--- config.mk ---
export PLATFORM = sky130hd
export DESIGN_NAME = spi_master
export DESIGN_NICKNAME = d
export VERILOG_FILES = /design/src/hdl/spi_pkg.sv /design/src/hdl/spi_ifs.sv /design/src/hdl/spi_master.sv /design/src/hdl/spi_ctrl.sv /design/src/hdl/spi_shift.sv /design/src/hdl/spi_clk_gen.sv /design/src/hdl/spi_cmd_fifo.sv
export SDC_FILE = /design/constraint.sdc
export NUM_CORES = 1
export LEC_CHECK = 0
export BUFFER_PORTS_ARGS = -buffer_cell sky130_fd_sc_hd__clkbuf_2
export CAP_MARGIN = 10
export CORE_MARGIN = 3
export CORE_UTILIZATION = 50
export DETAILED_ROUTE_END_ITERATION = 8
export PLACE_DENSITY = 0.68
export SETUP_SLACK_MARGIN = 0.2
export SYNTH_ARGS = -nofsm -noshare
export SYNTH_HDL_FRONTEND = slang
export SYNTH_SLANG_ARGS = --single-unit
--- constraint.sdc ---
create_clock -name clk -period 2.9 [get_ports clk]
set_input_delay 0.58 -clock clk [delete_from_list [all_inputs] [get_ports clk]]
set_output_delay 0.58 -clock clk [all_outputs]
set_load 0.01 [all_outputs]
--- src/hdl/spi_pkg.sv ---
`default_nettype none

package spi_pkg;

  localparam int CMD_WIDTH  = 12;
  localparam int READ_WIDTH = 8;
  localparam int ADDR_WIDTH = 3;
  localparam int RW_BIT     = 11; // 1 = write, 0 = read

  typedef logic [CMD_WIDTH-1:0]  spi_cmd_t;
  typedef logic [READ_WIDTH-1:0] spi_rdata_t;
  typedef logic [ADDR_WIDTH-1:0] spi_addr_t;

  // up to CMD_WIDTH + READ_WIDTH rise strobes per read
  typedef logic [4:0] bit_cnt_t;

  typedef enum logic [2:0] {
    IDLE,
    SETUP,
    SEND,
    RECV,
    FINISH
  } spi_state_t;

endpackage

`default_nettype wire
--- src/hdl/spi_ifs.sv ---
`timescale 1ns/10ps
`default_nettype none

interface spi_clk_if;
  logic enable; // from controller
  logic sclk;
  logic rise;   // one clk wide, sclk going high
  logic fall;   // one clk wide, sclk going low

  modport gen (
    input  enable,
    output sclk,
    output rise,
    output fall
  );

  modport ctrl (
    output enable,
    input  rise,
    input  fall
  );
endinterface

interface spi_shift_if;
  import spi_pkg::*;

  logic       load;
  spi_cmd_t   load_cmd;
  logic       shift;
  logic       sample;
  spi_rdata_t rx_data;
  logic       tx_msb; // bit currently on mosi

  modport ctrl (
    output load,
    output load_cmd,
    output shift,
    output sample,
    input  rx_data,
    input  tx_msb
  );

  modport shifter (
    input  load,
    input  load_cmd,
    input  shift,
    input  sample,
    output rx_data,
    output tx_msb
  );
endinterface

`default_nettype wire

--- src/hdl/spi_master.sv ---
`timescale 1ns/10ps
`default_nettype none

module spi_master #(
  parameter int SCLK_HALF  = 4,
  parameter int FIFO_DEPTH = 4
) (
  input  logic                clk,
  input  logic                rst_n,
  input  spi_pkg::spi_cmd_t   cmd_in,
  input  logic                cmd_vld,
  output logic                cmd_rdy,
  output logic                sclk,
  output logic                cs_n,
  output logic                mosi,
  input  logic                miso,
  output logic                read_vld,
  output spi_pkg::spi_rdata_t read_data
);
  import spi_pkg::*;

  spi_cmd_t fifo_data;
  logic     fifo_vld;
  logic     fifo_rdy;

  spi_clk_if   clk_bus ();
  spi_shift_if shift_bus ();

  assign sclk = clk_bus.sclk;

  spi_cmd_fifo #(
    .FIFO_DEPTH (FIFO_DEPTH)
  ) u_fifo (
    .clk      (clk),
    .rst_n    (rst_n),
    .in_data  (cmd_in),
    .in_vld   (cmd_vld),
    .in_rdy   (cmd_rdy),
    .out_data (fifo_data),
    .out_vld  (fifo_vld),
    .out_rdy  (fifo_rdy)
  );

  spi_ctrl #(
    .SCLK_HALF (SCLK_HALF)
  ) u_ctrl (
    .clk       (clk),
    .rst_n     (rst_n),
    .cmd       (fifo_data),
    .cmd_vld   (fifo_vld),
    .cmd_rdy   (fifo_rdy),
    .clk_bus   (clk_bus.ctrl),
    .shift_bus (shift_bus.ctrl),
    .cs_n      (cs_n),
    .read_vld  (read_vld),
    .read_data (read_data)
  );

  spi_clk_gen #(
    .SCLK_HALF (SCLK_HALF)
  ) u_clk_gen (
    .clk     (clk),
    .rst_n   (rst_n),
    .clk_bus (clk_bus.gen)
  );

  spi_shift u_shift (
    .clk       (clk),
    .rst_n     (rst_n),
    .shift_bus (shift_bus.shifter),
    .miso      (miso),
    .mosi      (mosi)
  );

endmodule

`default_nettype wire

--- src/hdl/spi_ctrl.sv ---
`timescale 1ns/10ps
`default_nettype none

module spi_ctrl #(
  parameter int SCLK_HALF = 4
) (
  input  logic                clk,
  input  logic                rst_n,
  input  spi_pkg::spi_cmd_t   cmd,
  input  logic                cmd_vld,
  output logic                cmd_rdy,
  spi_clk_if.ctrl             clk_bus,
  spi_shift_if.ctrl           shift_bus,
  output logic                cs_n,
  output logic                read_vld,
  output spi_pkg::spi_rdata_t read_data
);
  import spi_pkg::*;

  localparam int HALF_W = (SCLK_HALF > 1) ? $clog2(SCLK_HALF) : 1;
  localparam logic [HALF_W-1:0] HALF_MAX = HALF_W'(SCLK_HALF - 1);
  localparam bit_cnt_t SEND_LAST = bit_cnt_t'(CMD_WIDTH - 1);
  localparam bit_cnt_t RECV_LAST = bit_cnt_t'(CMD_WIDTH + READ_WIDTH - 1);

  spi_state_t        state;
  bit_cnt_t          bit_cnt;
  logic [HALF_W-1:0] half_cnt;
  logic              half_last;
  logic              rw_flag; // 1 for a write
  logic              sclk_en;
  logic              accept;
  logic              finish_done;

  assign cmd_rdy     = (state == IDLE);
  assign accept      = cmd_vld && cmd_rdy;
  assign half_last   = (half_cnt == HALF_MAX);
  assign finish_done = (state == FINISH) && !sclk_en && half_last;

  assign clk_bus.enable     = sclk_en;
  assign shift_bus.load     = accept;
  assign shift_bus.load_cmd = cmd;
  assign shift_bus.shift    = (state == SEND) && clk_bus.fall; // next bit after falling edge
  assign shift_bus.sample   = (state == RECV) && clk_bus.rise;

  always_ff @(posedge clk or negedge rst_n)
  begin
    if (!rst_n)
    begin
      state    <= IDLE;
      bit_cnt  <= '0;
      half_cnt <= '0;
      rw_flag  <= 1'b0;
      sclk_en  <= 1'b0;
      cs_n     <= 1'b1;
      read_vld <= 1'b0;
    end
    else
    begin
      read_vld <= 1'b0;
      case (state)
        IDLE:
        begin
          if (accept)
          begin
            rw_flag  <= cmd[RW_BIT];
            bit_cnt  <= '0;
            half_cnt <= '0;
            cs_n     <= 1'b0;
            state    <= SETUP;
          end
        end
        SETUP:
        begin
          if (half_last)
          begin
            half_cnt <= '0;
            sclk_en  <= 1'b1;
            state    <= SEND;
          end
          else
          begin
            half_cnt <= half_cnt + 1'b1; // cs_n to first edge
          end
        end
        SEND:
        begin
          if (clk_bus.rise)
          begin
            bit_cnt <= bit_cnt + bit_cnt_t'(1);
            if (bit_cnt == SEND_LAST)
              state <= rw_flag ? FINISH : RECV;
          end
        end
        RECV:
        begin
          if (clk_bus.rise)
          begin
            bit_cnt <= bit_cnt + bit_cnt_t'(1);
            if (bit_cnt == RECV_LAST)
              state <= FINISH;
          end
        end
        FINISH:
        begin
          if (sclk_en)
          begin
            if (clk_bus.fall)
              sclk_en <= 1'b0; // last falling edge seen
          end
          else if (half_last)
          begin
            half_cnt <= '0;
            cs_n     <= 1'b1;
            read_vld <= !rw_flag;
            state    <= IDLE;
          end
          else
          begin
            half_cnt <= half_cnt + 1'b1; // cs_n hold time
          end
        end
        default:
        begin
          state <= IDLE;
        end
      endcase
    end
  end

  always_ff @(posedge clk)
  begin
    if (finish_done && !rw_flag)
      read_data <= shift_bus.rx_data;
  end

  a_cs_during_clk: assert property (@(posedge clk) disable iff (!rst_n)
    clk_bus.enable |-> !cs_n);

  // only a transaction that clocked in the read byte may report one
  a_vld_after_read: assert property (@(posedge clk) disable iff (!rst_n)
    read_vld |-> (bit_cnt == bit_cnt_t'(CMD_WIDTH + READ_WIDTH)));

  // shifter was loaded with this command, its msb is the write flag
  a_load_msb: assert property (@(posedge clk) disable iff (!rst_n)
    (state == SETUP) |-> (shift_bus.tx_msb == rw_flag));

endmodule

`default_nettype wire

--- src/hdl/spi_shift.sv ---
`timescale 1ns/10ps
`default_nettype none

module spi_shift (
  input  logic          clk,
  input  logic          rst_n,
  spi_shift_if.shifter  shift_bus,
  input  logic          miso,
  output logic          mosi
);
  import spi_pkg::*;

  spi_cmd_t   tx_reg;
  spi_rdata_t rx_reg;

  assign shift_bus.tx_msb  = tx_reg[CMD_WIDTH-1]; // msb first
  assign shift_bus.rx_data = rx_reg;
  assign mosi              = shift_bus.tx_msb;

  // transmit side, reset so mosi is defined before the first command
  always_ff @(posedge clk or negedge rst_n)
  begin
    if (!rst_n)
    begin
      tx_reg <= '0;
    end
    else if (shift_bus.load)
    begin
      tx_reg <= shift_bus.load_cmd;
    end
    else if (shift_bus.shift)
    begin
      tx_reg <= {tx_reg[CMD_WIDTH-2:0], 1'b0};
    end
  end

  always_ff @(posedge clk)
  begin
    if (shift_bus.load)
    begin
      rx_reg <= '0;
    end
    else if (shift_bus.sample)
    begin
      rx_reg <= {rx_reg[READ_WIDTH-2:0], miso}; // fills msb first
    end
  end

endmodule

`default_nettype wire

--- src/hdl/spi_clk_gen.sv ---
`timescale 1ns/10ps
`default_nettype none

module spi_clk_gen #(
  parameter int SCLK_HALF = 4
) (
  input  logic   clk,
  input  logic   rst_n,
  spi_clk_if.gen clk_bus
);

  localparam int CNT_W = (SCLK_HALF > 1) ? $clog2(SCLK_HALF) : 1;
  localparam logic [CNT_W-1:0] HALF_MAX = CNT_W'(SCLK_HALF - 1);

  logic [CNT_W-1:0] half_cnt;
  logic             half_done;

  assign half_done    = clk_bus.enable && (half_cnt == HALF_MAX);
  assign clk_bus.rise = half_done && !clk_bus.sclk;
  assign clk_bus.fall = half_done && clk_bus.sclk;

  always_ff @(posedge clk or negedge rst_n)
  begin
    if (!rst_n)
    begin
      half_cnt     <= '0;
      clk_bus.sclk <= 1'b0;
    end
    else if (!clk_bus.enable)
    begin
      half_cnt     <= '0; // idle low, restart from a full half period
      clk_bus.sclk <= 1'b0;
    end
    else if (half_done)
    begin
      half_cnt     <= '0;
      clk_bus.sclk <= !clk_bus.sclk;
    end
    else
    begin
      half_cnt <= half_cnt + 1'b1;
    end
  end

  // sclk stays high for a full half period
  a_strobe_edge: assert property (@(posedge clk) disable iff (!rst_n)
    clk_bus.fall |-> $past(clk_bus.rise, SCLK_HALF));

endmodule

`default_nettype wire

--- src/hdl/spi_cmd_fifo.sv ---
`timescale 1ns/10ps
`default_nettype none

module spi_cmd_fifo #(
  parameter int FIFO_DEPTH = 4
) (
  input  logic              clk,
  input  logic              rst_n,
  input  spi_pkg::spi_cmd_t in_data,
  input  logic              in_vld,
  output logic              in_rdy,
  output spi_pkg::spi_cmd_t out_data,
  output logic              out_vld,
  input  logic              out_rdy
);
  import spi_pkg::*;

  localparam int PTR_W = (FIFO_DEPTH > 1) ? $clog2(FIFO_DEPTH) : 1;
  localparam logic [PTR_W:0] FULL_CNT = (PTR_W + 1)'(FIFO_DEPTH);

  spi_cmd_t         mem [FIFO_DEPTH];
  logic [PTR_W-1:0] wr_ptr;
  logic [PTR_W-1:0] rd_ptr;
  logic [PTR_W:0]   count;
  logic             push;
  logic             pop;

  assign in_rdy   = (count != FULL_CNT);
  assign out_vld  = (count != '0);
  assign out_data = mem[rd_ptr]; // show-ahead read
  assign push     = in_vld && in_rdy;
  assign pop      = out_vld && out_rdy;

  always_ff @(posedge clk)
  begin
    if (push)
      mem[wr_ptr] <= in_data;
  end

  always_ff @(posedge clk or negedge rst_n)
  begin
    if (!rst_n)
    begin
      wr_ptr <= '0;
      rd_ptr <= '0;
      count  <= '0;
    end
    else
    begin
      if (push)
        wr_ptr <= wr_ptr + 1'b1; // wraps, depth is a power of two
      if (pop)
        rd_ptr <= rd_ptr + 1'b1;
      case ({push, pop})
        2'b10:   count <= count + 1'b1;
        2'b01:   count <= count - 1'b1;
        default: count <= count;
      endcase
    end
  end

  // a command offered while full is held until the FIFO takes it
  a_no_push_full: assert property (@(posedge clk) disable iff (!rst_n)
    (in_vld && !in_rdy) |=> in_vld && $stable(in_data));

endmodule

`default_nettype wire

* Yosys cells after proc, flatten, opt, wreduce, memory -nomap -nowiden
Memory sizes are Yosys's and may differ from the RTL's.
Cells that the tools add are included.
** Word-level totals
- Word-level logic and storage cells :: 108
- Input port bits :: 16
- Memories :: 1
- Register bits after elaboration :: 52
- Memory bits (writable) :: 48
- Output and inout port bits :: 13
** Cells by class
- Mux-type cells :: 36
- Eq/ne operators :: 21
- $add $sub $neg :: 7
- Reduce and logical (&&, ||, !) cells :: 28
** Memory list
- u_fifo.mem :: depth 4, width 12, rd ports 1, clocked after Yosys merged registers in 0, write ports 1, line spi_cmd_fifo.sv:21 : spi_cmd_t mem [FIFO_DEPTH];
** Operator list (count)
- two-way mux 3 bit :: 9
- two-way mux 12 bit :: 2
- case mux 3 bit (5 select lines) :: 1
- two-way mux 1 bit :: 12
- inequality test 2 x 1 -> 1 bit (second input constant) :: 6
- logical AND 1 bit :: 10
- two-way mux 2 bit :: 5
- two-way mux 5 bit :: 2
- case mux 5 bit (2 select lines) :: 1
- nonzero test 2 bit :: 5
- adder 2 x 1 -> 2 bit (second input constant) :: 4
- inequality test 2 bit (second input constant) :: 4
- AND reduction 8 bit :: 1
- == test 2 bit (second input constant) :: 3
- == test 3 x 2 -> 1 bit (second input constant) :: 2
- case mux 2 bit (3 select lines) :: 1
- case mux 3 bit (2 select lines) :: 1
- AND reduction 3 bit :: 2
- nonzero test 3 bit :: 2
- adder 5 x 1 -> 5 bit (second input constant) :: 1
- == test 5 x 4 -> 1 bit (second input constant) :: 1
- == test 5 bit (second input constant) :: 1
- case mux 1 bit (2 select lines) :: 2
- AND reduction 2 bit :: 2
- other kinds (10) :: 12

* Logic depth before layout (Yosys ltp)
Gate-level depths: netlist of run 1.
- Depth in word-level cells :: 6
- Gate-level depth with buffers :: 10
- Gate-level depth less buffers :: 10

* Modules after synthesis
A second synthesis of run 1 with hierarchy kept.
** Second synthesis, totals
- Cell total of the unflattened synthesis :: 292
- Area total of the unflattened synthesis :: 4324.1 µm²
** Modules (own cells, without submodules)
- spi_cmd_fifo :: times used 1, seq. area each 1616.6 µm², area an instance 2162.1 µm², cells each 100
- spi_ctrl :: times used 1, seq. area each 591.8 µm², area an instance 1191.1 µm², cells each 103
- spi_shift :: times used 1, seq. area each 460.4 µm², area an instance 835.8 µm², cells each 78
- spi_clk_gen :: times used 1, seq. area each 75.1 µm², area an instance 135.1 µm², cells each 11

* Worst setup path before layout of run 1
No wires, ideal clock.
- Path type :: register to register
- Start point :: register u_ctrl.state[1]
- End point :: register u_fifo.count[2]
- Data required time :: 2821 ps
- Buffers on the path :: 3
- Library setup time :: 79 ps
- Clock period less this slack :: 2264 ps
- Stages on the path, launching flop included :: 11
- Arrival :: 2185 ps
- Setup slack :: 636 ps
- Path through :: dfrtp_1 -> buf_2 -> nor4_2 -> buf_2 -> buf_2 -> ha_1 -> inv_1 -> fa_1 -> xor2_1 -> nor2_1 -> xor2_1
** Between the ends
- Cells in the longest elaborated chain, start to end :: 4
- Elaborated cells on any way between the ends :: 6
- Those cells by class :: eq/ne: 2; mux: 1; reduce/logical: 3
** RTL lines
- from (decl) :: line spi_ctrl.sv:25 : spi_state_t state;
- from (signal assigned) :: line spi_ctrl.sv:91 : state <= rw_flag ? FINISH : RECV;
- zero test 3 bit (*) :: line spi_ctrl.sv:34 : assign cmd_rdy = (state == IDLE);
- logical AND 1 bit (*) :: line spi_cmd_fifo.sv:32 : assign pop = out_vld && out_rdy;
- == test 2 x 1 -> 1 bit / == test 2 bit (equally long branches) :: line spi_cmd_fifo.sv:54 : case ({push, pop})
- case mux 3 bit (2 select lines) / nonzero test 2 bit (equally long branches)
- to (signal assigned) :: line spi_cmd_fifo.sv:55 : 2'b10: count <= count + 1'b1;
- to (signal assigned) :: line spi_cmd_fifo.sv:56 : 2'b01: count <= count - 1'b1;
- to (signal assigned) :: line spi_cmd_fifo.sv:57 : default: count <= count;
- to (decl) :: line spi_cmd_fifo.sv:24 : logic [PTR_W:0] count;
Mark *: on every way between the ends. The rest lies on a longest branch, timed or not.
A chain may end at the register's enable or synchronous reset.

* Final worst setup path of run 1
- Start point :: register u_ctrl.state[2]
- End point :: register u_fifo.count[2]
Same word-level chain as after synthesis.

==> summary.md, run 1 <==
| Metric | Value |
|---|---|
| Outcome | complete, no violations |
| Routed vias | 2285 |
| Number of sinks handled by clock tree synthesis | 100 |
| Count of unique library cells instantiated by Yosys | 50 |
| TritonCTS clock tree | done |
| Arr. time, crit path | 2400 ps |
| Synthesized net count | 307 |
| Max FFs per register | 48 |
| Register area share after synthesis | 0.655 |
| Starting DRC count in detailed routing | 131 |
| Shortest period the worst path allows | 2110 ps |
| H-tree lvl count | 3 |
| Clk pin slew, worst setup/hold paths | 100 ps |
| Yosys warning total | 0 |
| Die span in y | 97.5 um |
| Drt wl/cell | 15.8 um |
| Post-layout util | 0.583 |
| Layout Nets | 335 |
| Endpoint class of the critical path | register |
| Number of flops mapped to enable cells by yosys | 56 |
| Final Max Tran Viols | 0 |
| Initial core utilization | 0.528 |
| Root buffer selected by CTS | clkbuf_8 |
| Number of setup violations in the final report | 0 |
| Number of global-route vias before repair | 2307 |
| Syn Inst Count | 282 |
| First-pass GRT wire length | 11400 um |
| Setup slack after layout | 791 ps |
| Pin count of the biggest net entering global routing | 39 |
| Initial antenna violation count | 0 |
| Final antenna diode count | 0 |
| Leakage power total | 1.76 nW |
| Core Rows | 32 |
| Placeable core area | 7930 um2 |
| CTS buffer count | 9 |
| Slew headroom | 0.392 |
| Most frequent cells in the layout | 56 x edfxtp_1, 35 x dfrtp_1, 28 x clkbuf_2 |
| All-Layer GR Usage | 0.149 |
| Proportion of register bits with asynchronous set or reset after synthesis | 0.360 |
| Final number of hold-violating endpoints | 0 |
| Kind of cell with the highest combined delay on the critical path | adder cells |
| Maxcap violations | 0 |
| Initial DRT Pass Iterations | 5 |
| Number of top-level pins | 29 |
| Cell Pwr Density | 914 nW/um2 |
| Kind of critical path | reg -> reg |
| Relative area change from synthesis to final layout | 10.5% |
| Largest vdd supply drop | 0.000412 V |
| Via/cell ratio | 5.48 |
| DRC violation count after routing | 0 |
| Slowest Stage Delay on Critical Path | 590 ps |
| Routed WL | 6570 um |
| Leading cell type in the layout, fill and taps excluded | edfxtp_1 |
| Setup repair after global routing missed its margin | false |
| CP bufs+invs | 1 |
| Least-Margin Pin Slew | 912 ps |
| Worst Path Max Fanout | 16 |
| Share of layout cells above drive strength 1 | 0.222 |
| Master of the slowest instance on the critical path | dfrtp_1 |
| Cell seen most often among critical-path stages | xor2_1 |
| Crit path cell chain | nor4_4, ha_1, inv_1, fa_1, xor2_1, nor2_1, xor2_1 |
| Clock skew after layout | 10.3 ps |
| Post-CTS Setup Inserts | 0 |
| Min-Delay Path Class | in -> async |
| Worst setup timing slack at the placement stage | 780 ps |
| CTS Buffer Depth | 2 |
| CTS Hold Buffers Added | 0 |
| Fin crit share | 0.727 |
| Die Wd | 97.5 um |
| Most used flip-flop cell after synthesis | edfxtp_1 |
| Mean cell area of the mapped netlist | 14.8 um2 |
| Startpoint class of the critical path | register |
| DPL Wire Length | 4350 um |
| Syn Std Cell Area | 4190 um2 |
| Die area | 9510 um2 |
| Grt ovf | 0 |
| Max Clock Freq | 474 MHz |
| Routability congestion estimate | 0.772 |
| Total negative slack for setup checks | 0 ps |
| Layout filler cell count | 662 |
| Data required, critical path | 3190 ps |
| IO Port Bufs | 28 |
| Post-CTS resize count | 0 |
| Clk Latency, worst-skew pair | 360 ps |
| Seq cells post-synth | 100 |
| Antenna-violating nets left | 0 |
-- cell usage after synthesis (2+ instances only) --
library cell  count  area share
o21ai_0          16       0.019
edfxtp_1         56        0.40
a22o_1            2      0.0042
o2bb2ai_1         2      0.0042
nor2_1           19       0.017
dfrtp_1          35        0.21
clkbuf_1          2      0.0018
nand3b_1          2      0.0036
ha_1              8       0.024
o21ai_1           3      0.0036
nor4_1            3      0.0045
a221o_1           2      0.0048
buf_6             2      0.0054
nand3_1           3      0.0036
nand2b_1          2      0.0030
nor3_1            4      0.0048
dfxtp_1           8       0.038
buf_2             6      0.0072
buf_4             2      0.0036
a21oi_1           3      0.0036
a32o_1            2      0.0048
xor2_1            4      0.0084
mux2_2            2      0.0054
xnor2_1           5       0.010
mux4_2           12       0.065
mux2i_1          20       0.048
inv_1            10      0.0090
and3_1            7       0.010
nand2_1          17       0.015
and2_1            3      0.0045
-- final cells by class --
type,count,area [um2],area share
multi-input cells,159,1340,0.289
repair buffers,30,155,0.0335
clock inverters,7,103,0.0222
flip-flops and latches,100,2740,0.593
well taps,102,128,0.0276
clock buffers,9,124,0.0268
inverters,10,37.5,0.00811
-- worst paths after layout --
path	from	to	slack [ps]	cells after the start
max	u_ctrl.state[2]$_DFFE_PN0P_	u_fifo.count[2]$_DFFE_PN0P_	790	7
min	rst_n	u_ctrl.bit_cnt[1]$_DFFE_PN0P_	320	1
max reg2reg	u_ctrl.state[2]$_DFFE_PN0P_	u_fifo.count[2]$_DFFE_PN0P_	790	7
min reg2reg	u_clk_gen.half_cnt[0]$_DFF_PN0_	u_clk_gen.half_cnt[0]$_DFF_PN0_	450	1
max in group asynchronous	rst_n	u_shift.tx_reg[0]$_DFFE_PN0P_	2000	1
min in group clk	cmd_in[7]	u_fifo.mem[0][7]$_DFFE_PP_	430	1
-- power breakdown --
group / switching, mW / internal (mW) / total, mW
Sequential: 0.307 / 1.87 / 2.18
Clock: 0.525 / 0.430 / 0.955
Combinational: 0.554 / 0.541 / 1.09
-- kinds of logic (layout without fill, tap and decap cells) --
kind of cell,count (synthesis),in the layout,share of synthesized area
AO/OA/AOI/OAI,34,34,0.0526
XOR/XNOR,9,9,0.0188
flip-flops,100,100,0.655
AND/OR/NAND/NOR,73,73,0.0989
buffers and inverters,23,56,0.0278
multiplexers,34,34,0.118
adder cells (fa/ha/maj),9,9,0.0287
-- metal layers --
metal	up-vias	global-route usage	wire, um
met5	-	0	0
met4	0	0.0447	67
met3	8	0.0402	229
met2	40	0.241	3270
met1	1129	0.199	3010
li1	1108	-	-
-- per-stage QoR --
stage	cells	total power, mW	hold slack, ps	area [um2]
after floorplan	282	3.05	284	4190
after global routing	417	4.52	403	4630
after detailed placement	401	3.33	428	4400
after CTS	417	4.28	357	4630
after global placement	401	3.29	418	4400
final	417	4.23	319	4630
Note: power is estimated with default switching activity, not from simulation.
==> run 2: changes to the inputs <==
Clock period 2.9 ns to 2.1 ns, I/O delays scaled along.
==> run 2 against run 1 <==
  * Clock-buffer cell count did not move
  * Critical endpoint unchanged
  * Sequential cell count did not move
  * Highest routed layer unchanged
  * Critical path depth rose by 3
  * Cell area rose by 2.7%
  * Die area did not move
  * Clock skew rose by 4.8 ps
  * Clock power rose by 25%
  * Fmax rose by 15%
==> summary.md, run 2 (synthesized netlist as in run 1, its figures left out) <==
| Metric | Value |
|---|---|
| Root buffer selected by CTS | clkbuf_8 |
| Overall power consumption | 5.89 mW |
| Arr. time, crit path | 2120 ps |
| Slew headroom | 0.605 |
| All-Layer GR Usage | 0.147 |
| Number of sinks handled by clock tree synthesis | 100 |
| Relative area change from synthesis to final layout | 13.4% |
| Max Clock Freq | 548 MHz |
| Core Rows | 32 |
| Drt wl/cell | 15.1 um |
| Initial antenna violation count | 0 |
| Kind of critical path | reg -> reg |
| Largest vdd supply drop | 0.000678 V |
| Number of global-route vias before repair | 2326 |
| Initial core utilization | 0.528 |
| Maxcap violations | 0 |
| Final hold slack | 261 ps |
| Starting DRC count in detailed routing | 65 |
| Die span in y | 97.5 um |
| H-tree lvl count | 3 |
| Data required, critical path | 2390 ps |
| Fin crit share | 0.870 |
| Layout Nets | 349 |
| Most frequent cells in the layout | 56 x edfxtp_1, 35 x dfrtp_1, 28 x clkbuf_2 |
| Startpoint class of the critical path | register |
| DPL Wire Length | 4460 um |
| Routability congestion estimate | 0.788 |
| Post-layout util | 0.599 |
| Die Wd | 97.5 um |
| Cell Pwr Density | 1240 nW/um2 |
| Clk Latency, worst-skew pair | 370 ps |
| Grt ovf | 0 |
| Number of setup violations in the final report | 0 |
| CTS Buffer Depth | 2 |
| Routed WL | 6520 um |
| IO Port Bufs | 28 |
| Final antenna diode count | 0 |
| Final number of hold-violating endpoints | 0 |
| Via/cell ratio | 5.39 |
| Number of top-level pins | 29 |
| Shortest period the worst path allows | 1830 ps |
| Endpoint class of the critical path | register |
| Worst Path Max Fanout | 3 |
| Setup repair after global routing missed its margin | true |
| TritonCTS clock tree | done |
| First-pass GRT wire length | 11200 um |
| Max FFs per register | 48 |
| Layout filler cell count | 618 |
| Min-Delay Path Class | in -> reg |
| Antenna-violating nets left | 0 |
| Setup slack after layout | 274 ps |
| Leakage power total | 1.82 nW |
| Share of layout cells above drive strength 1 | 0.274 |
| Placeable core area | 7930 um2 |
| CTS buffer count | 9 |
| Clk pin slew, worst setup/hold paths | 110 ps |
| DRC violation count after routing | 0 |
| Leading cell type in the layout, fill and taps excluded | edfxtp_1 |
| Initial DRT Pass Iterations | 4 |
| Final Max Tran Viols | 0 |
| Clock skew after layout | 15.1 ps |
| Pin count of the biggest net entering global routing | 38 |
| Outcome | complete, no violations |
| Worst setup timing slack at the placement stage | 177 ps |
| Least-Margin Pin Slew | 592 ps |
| Total negative slack for setup checks | 0 ps |
| Die area | 9510 um2 |
| Routed vias | 2323 |
==> run 2: worst max-delay path, cell delays in order, from the launching register on <==
cell	delay (ps)
dfrtp_1	410
inv_2	80
nand3_1	90
and2_4	190
inv_1	90
ha_4	150
inv_2	40
fa_2	320
xor2_1	140
nor2_1	110
xor2_1	140
==> run 2: area by class of cell <==
cell class,instances,area (um2),area share
timing repair buffer,44,275,0.0580
multi-input combinational,159,1360,0.286
clock buffer,9,124,0.0261
sequential,100,2740,0.578
tap,102,128,0.0269
inverter,10,37.5,0.00791
clock inverter,7,80.1,0.0169
==> run 2: metal layers <==
| metal | share of wire | wire, um | global-route usage |
|---|---|---|---|
| met1 | 0.46 | 2970 | 0.200 |
| met2 | 0.49 | 3180 | 0.230 |
| met3 | 0.042 | 275 | 0.0395 |
| met4 | 0.013 | 87 | 0.0490 |
| met5 | 0 | 0 | 0 |
==> run 2: timing repair <==
item	4_1_cts	5_1_grt
setup buffers	3	0
hold buffers	1	0
endpoints found under the setup margin	1	10
gates resized for setup	1	4
endpoints found under the hold margin	5	0
pin swaps	0	1
==> run 2: final timing paths <==
kind	slack [ps]	to	depth (start not counted)	from
setup reg to reg	270	u_fifo.count[2]$_DFFE_PN0P_	10	u_fifo.count[1]$_DFFE_PN0P_
min in group asynchronous	540	u_clk_gen.clk_bus.sclk$_DFFE_PN0P_	2	rst_n
max in group asynchronous	1090	u_shift.tx_reg[7]$_DFFE_PN0P_	3	rst_n
setup / recovery	270	u_fifo.count[2]$_DFFE_PN0P_	10	u_fifo.count[1]$_DFFE_PN0P_
hold reg to reg	450	u_clk_gen.half_cnt[0]$_DFF_PN0_	1	u_clk_gen.half_cnt[0]$_DFF_PN0_
hold / removal	260	u_fifo.mem[0][5]$_DFFE_PP_	1	cmd_in[5]
==> run 2: power by group <==
part / leakage, nW / switching, mW / internal [mW] / total, mW
combinational: 0.697 / 0.883 / 0.880 / 1.76
sequential: 1.02 / 0.350 / 2.59 / 2.94
clock: 0.0994 / 0.717 / 0.473 / 1.19
total: 1.82 / 1.95 / 3.94 / 5.89
==> run 2: through the flow <==
stage          cells  cell area (um2)
2_1_floorplan    282             4220
3_3_place_gp     411             4500
3_5_place_dp     411             4500
4_1_cts          431             4740
5_1_grt          431             4750
6_report         431             4750
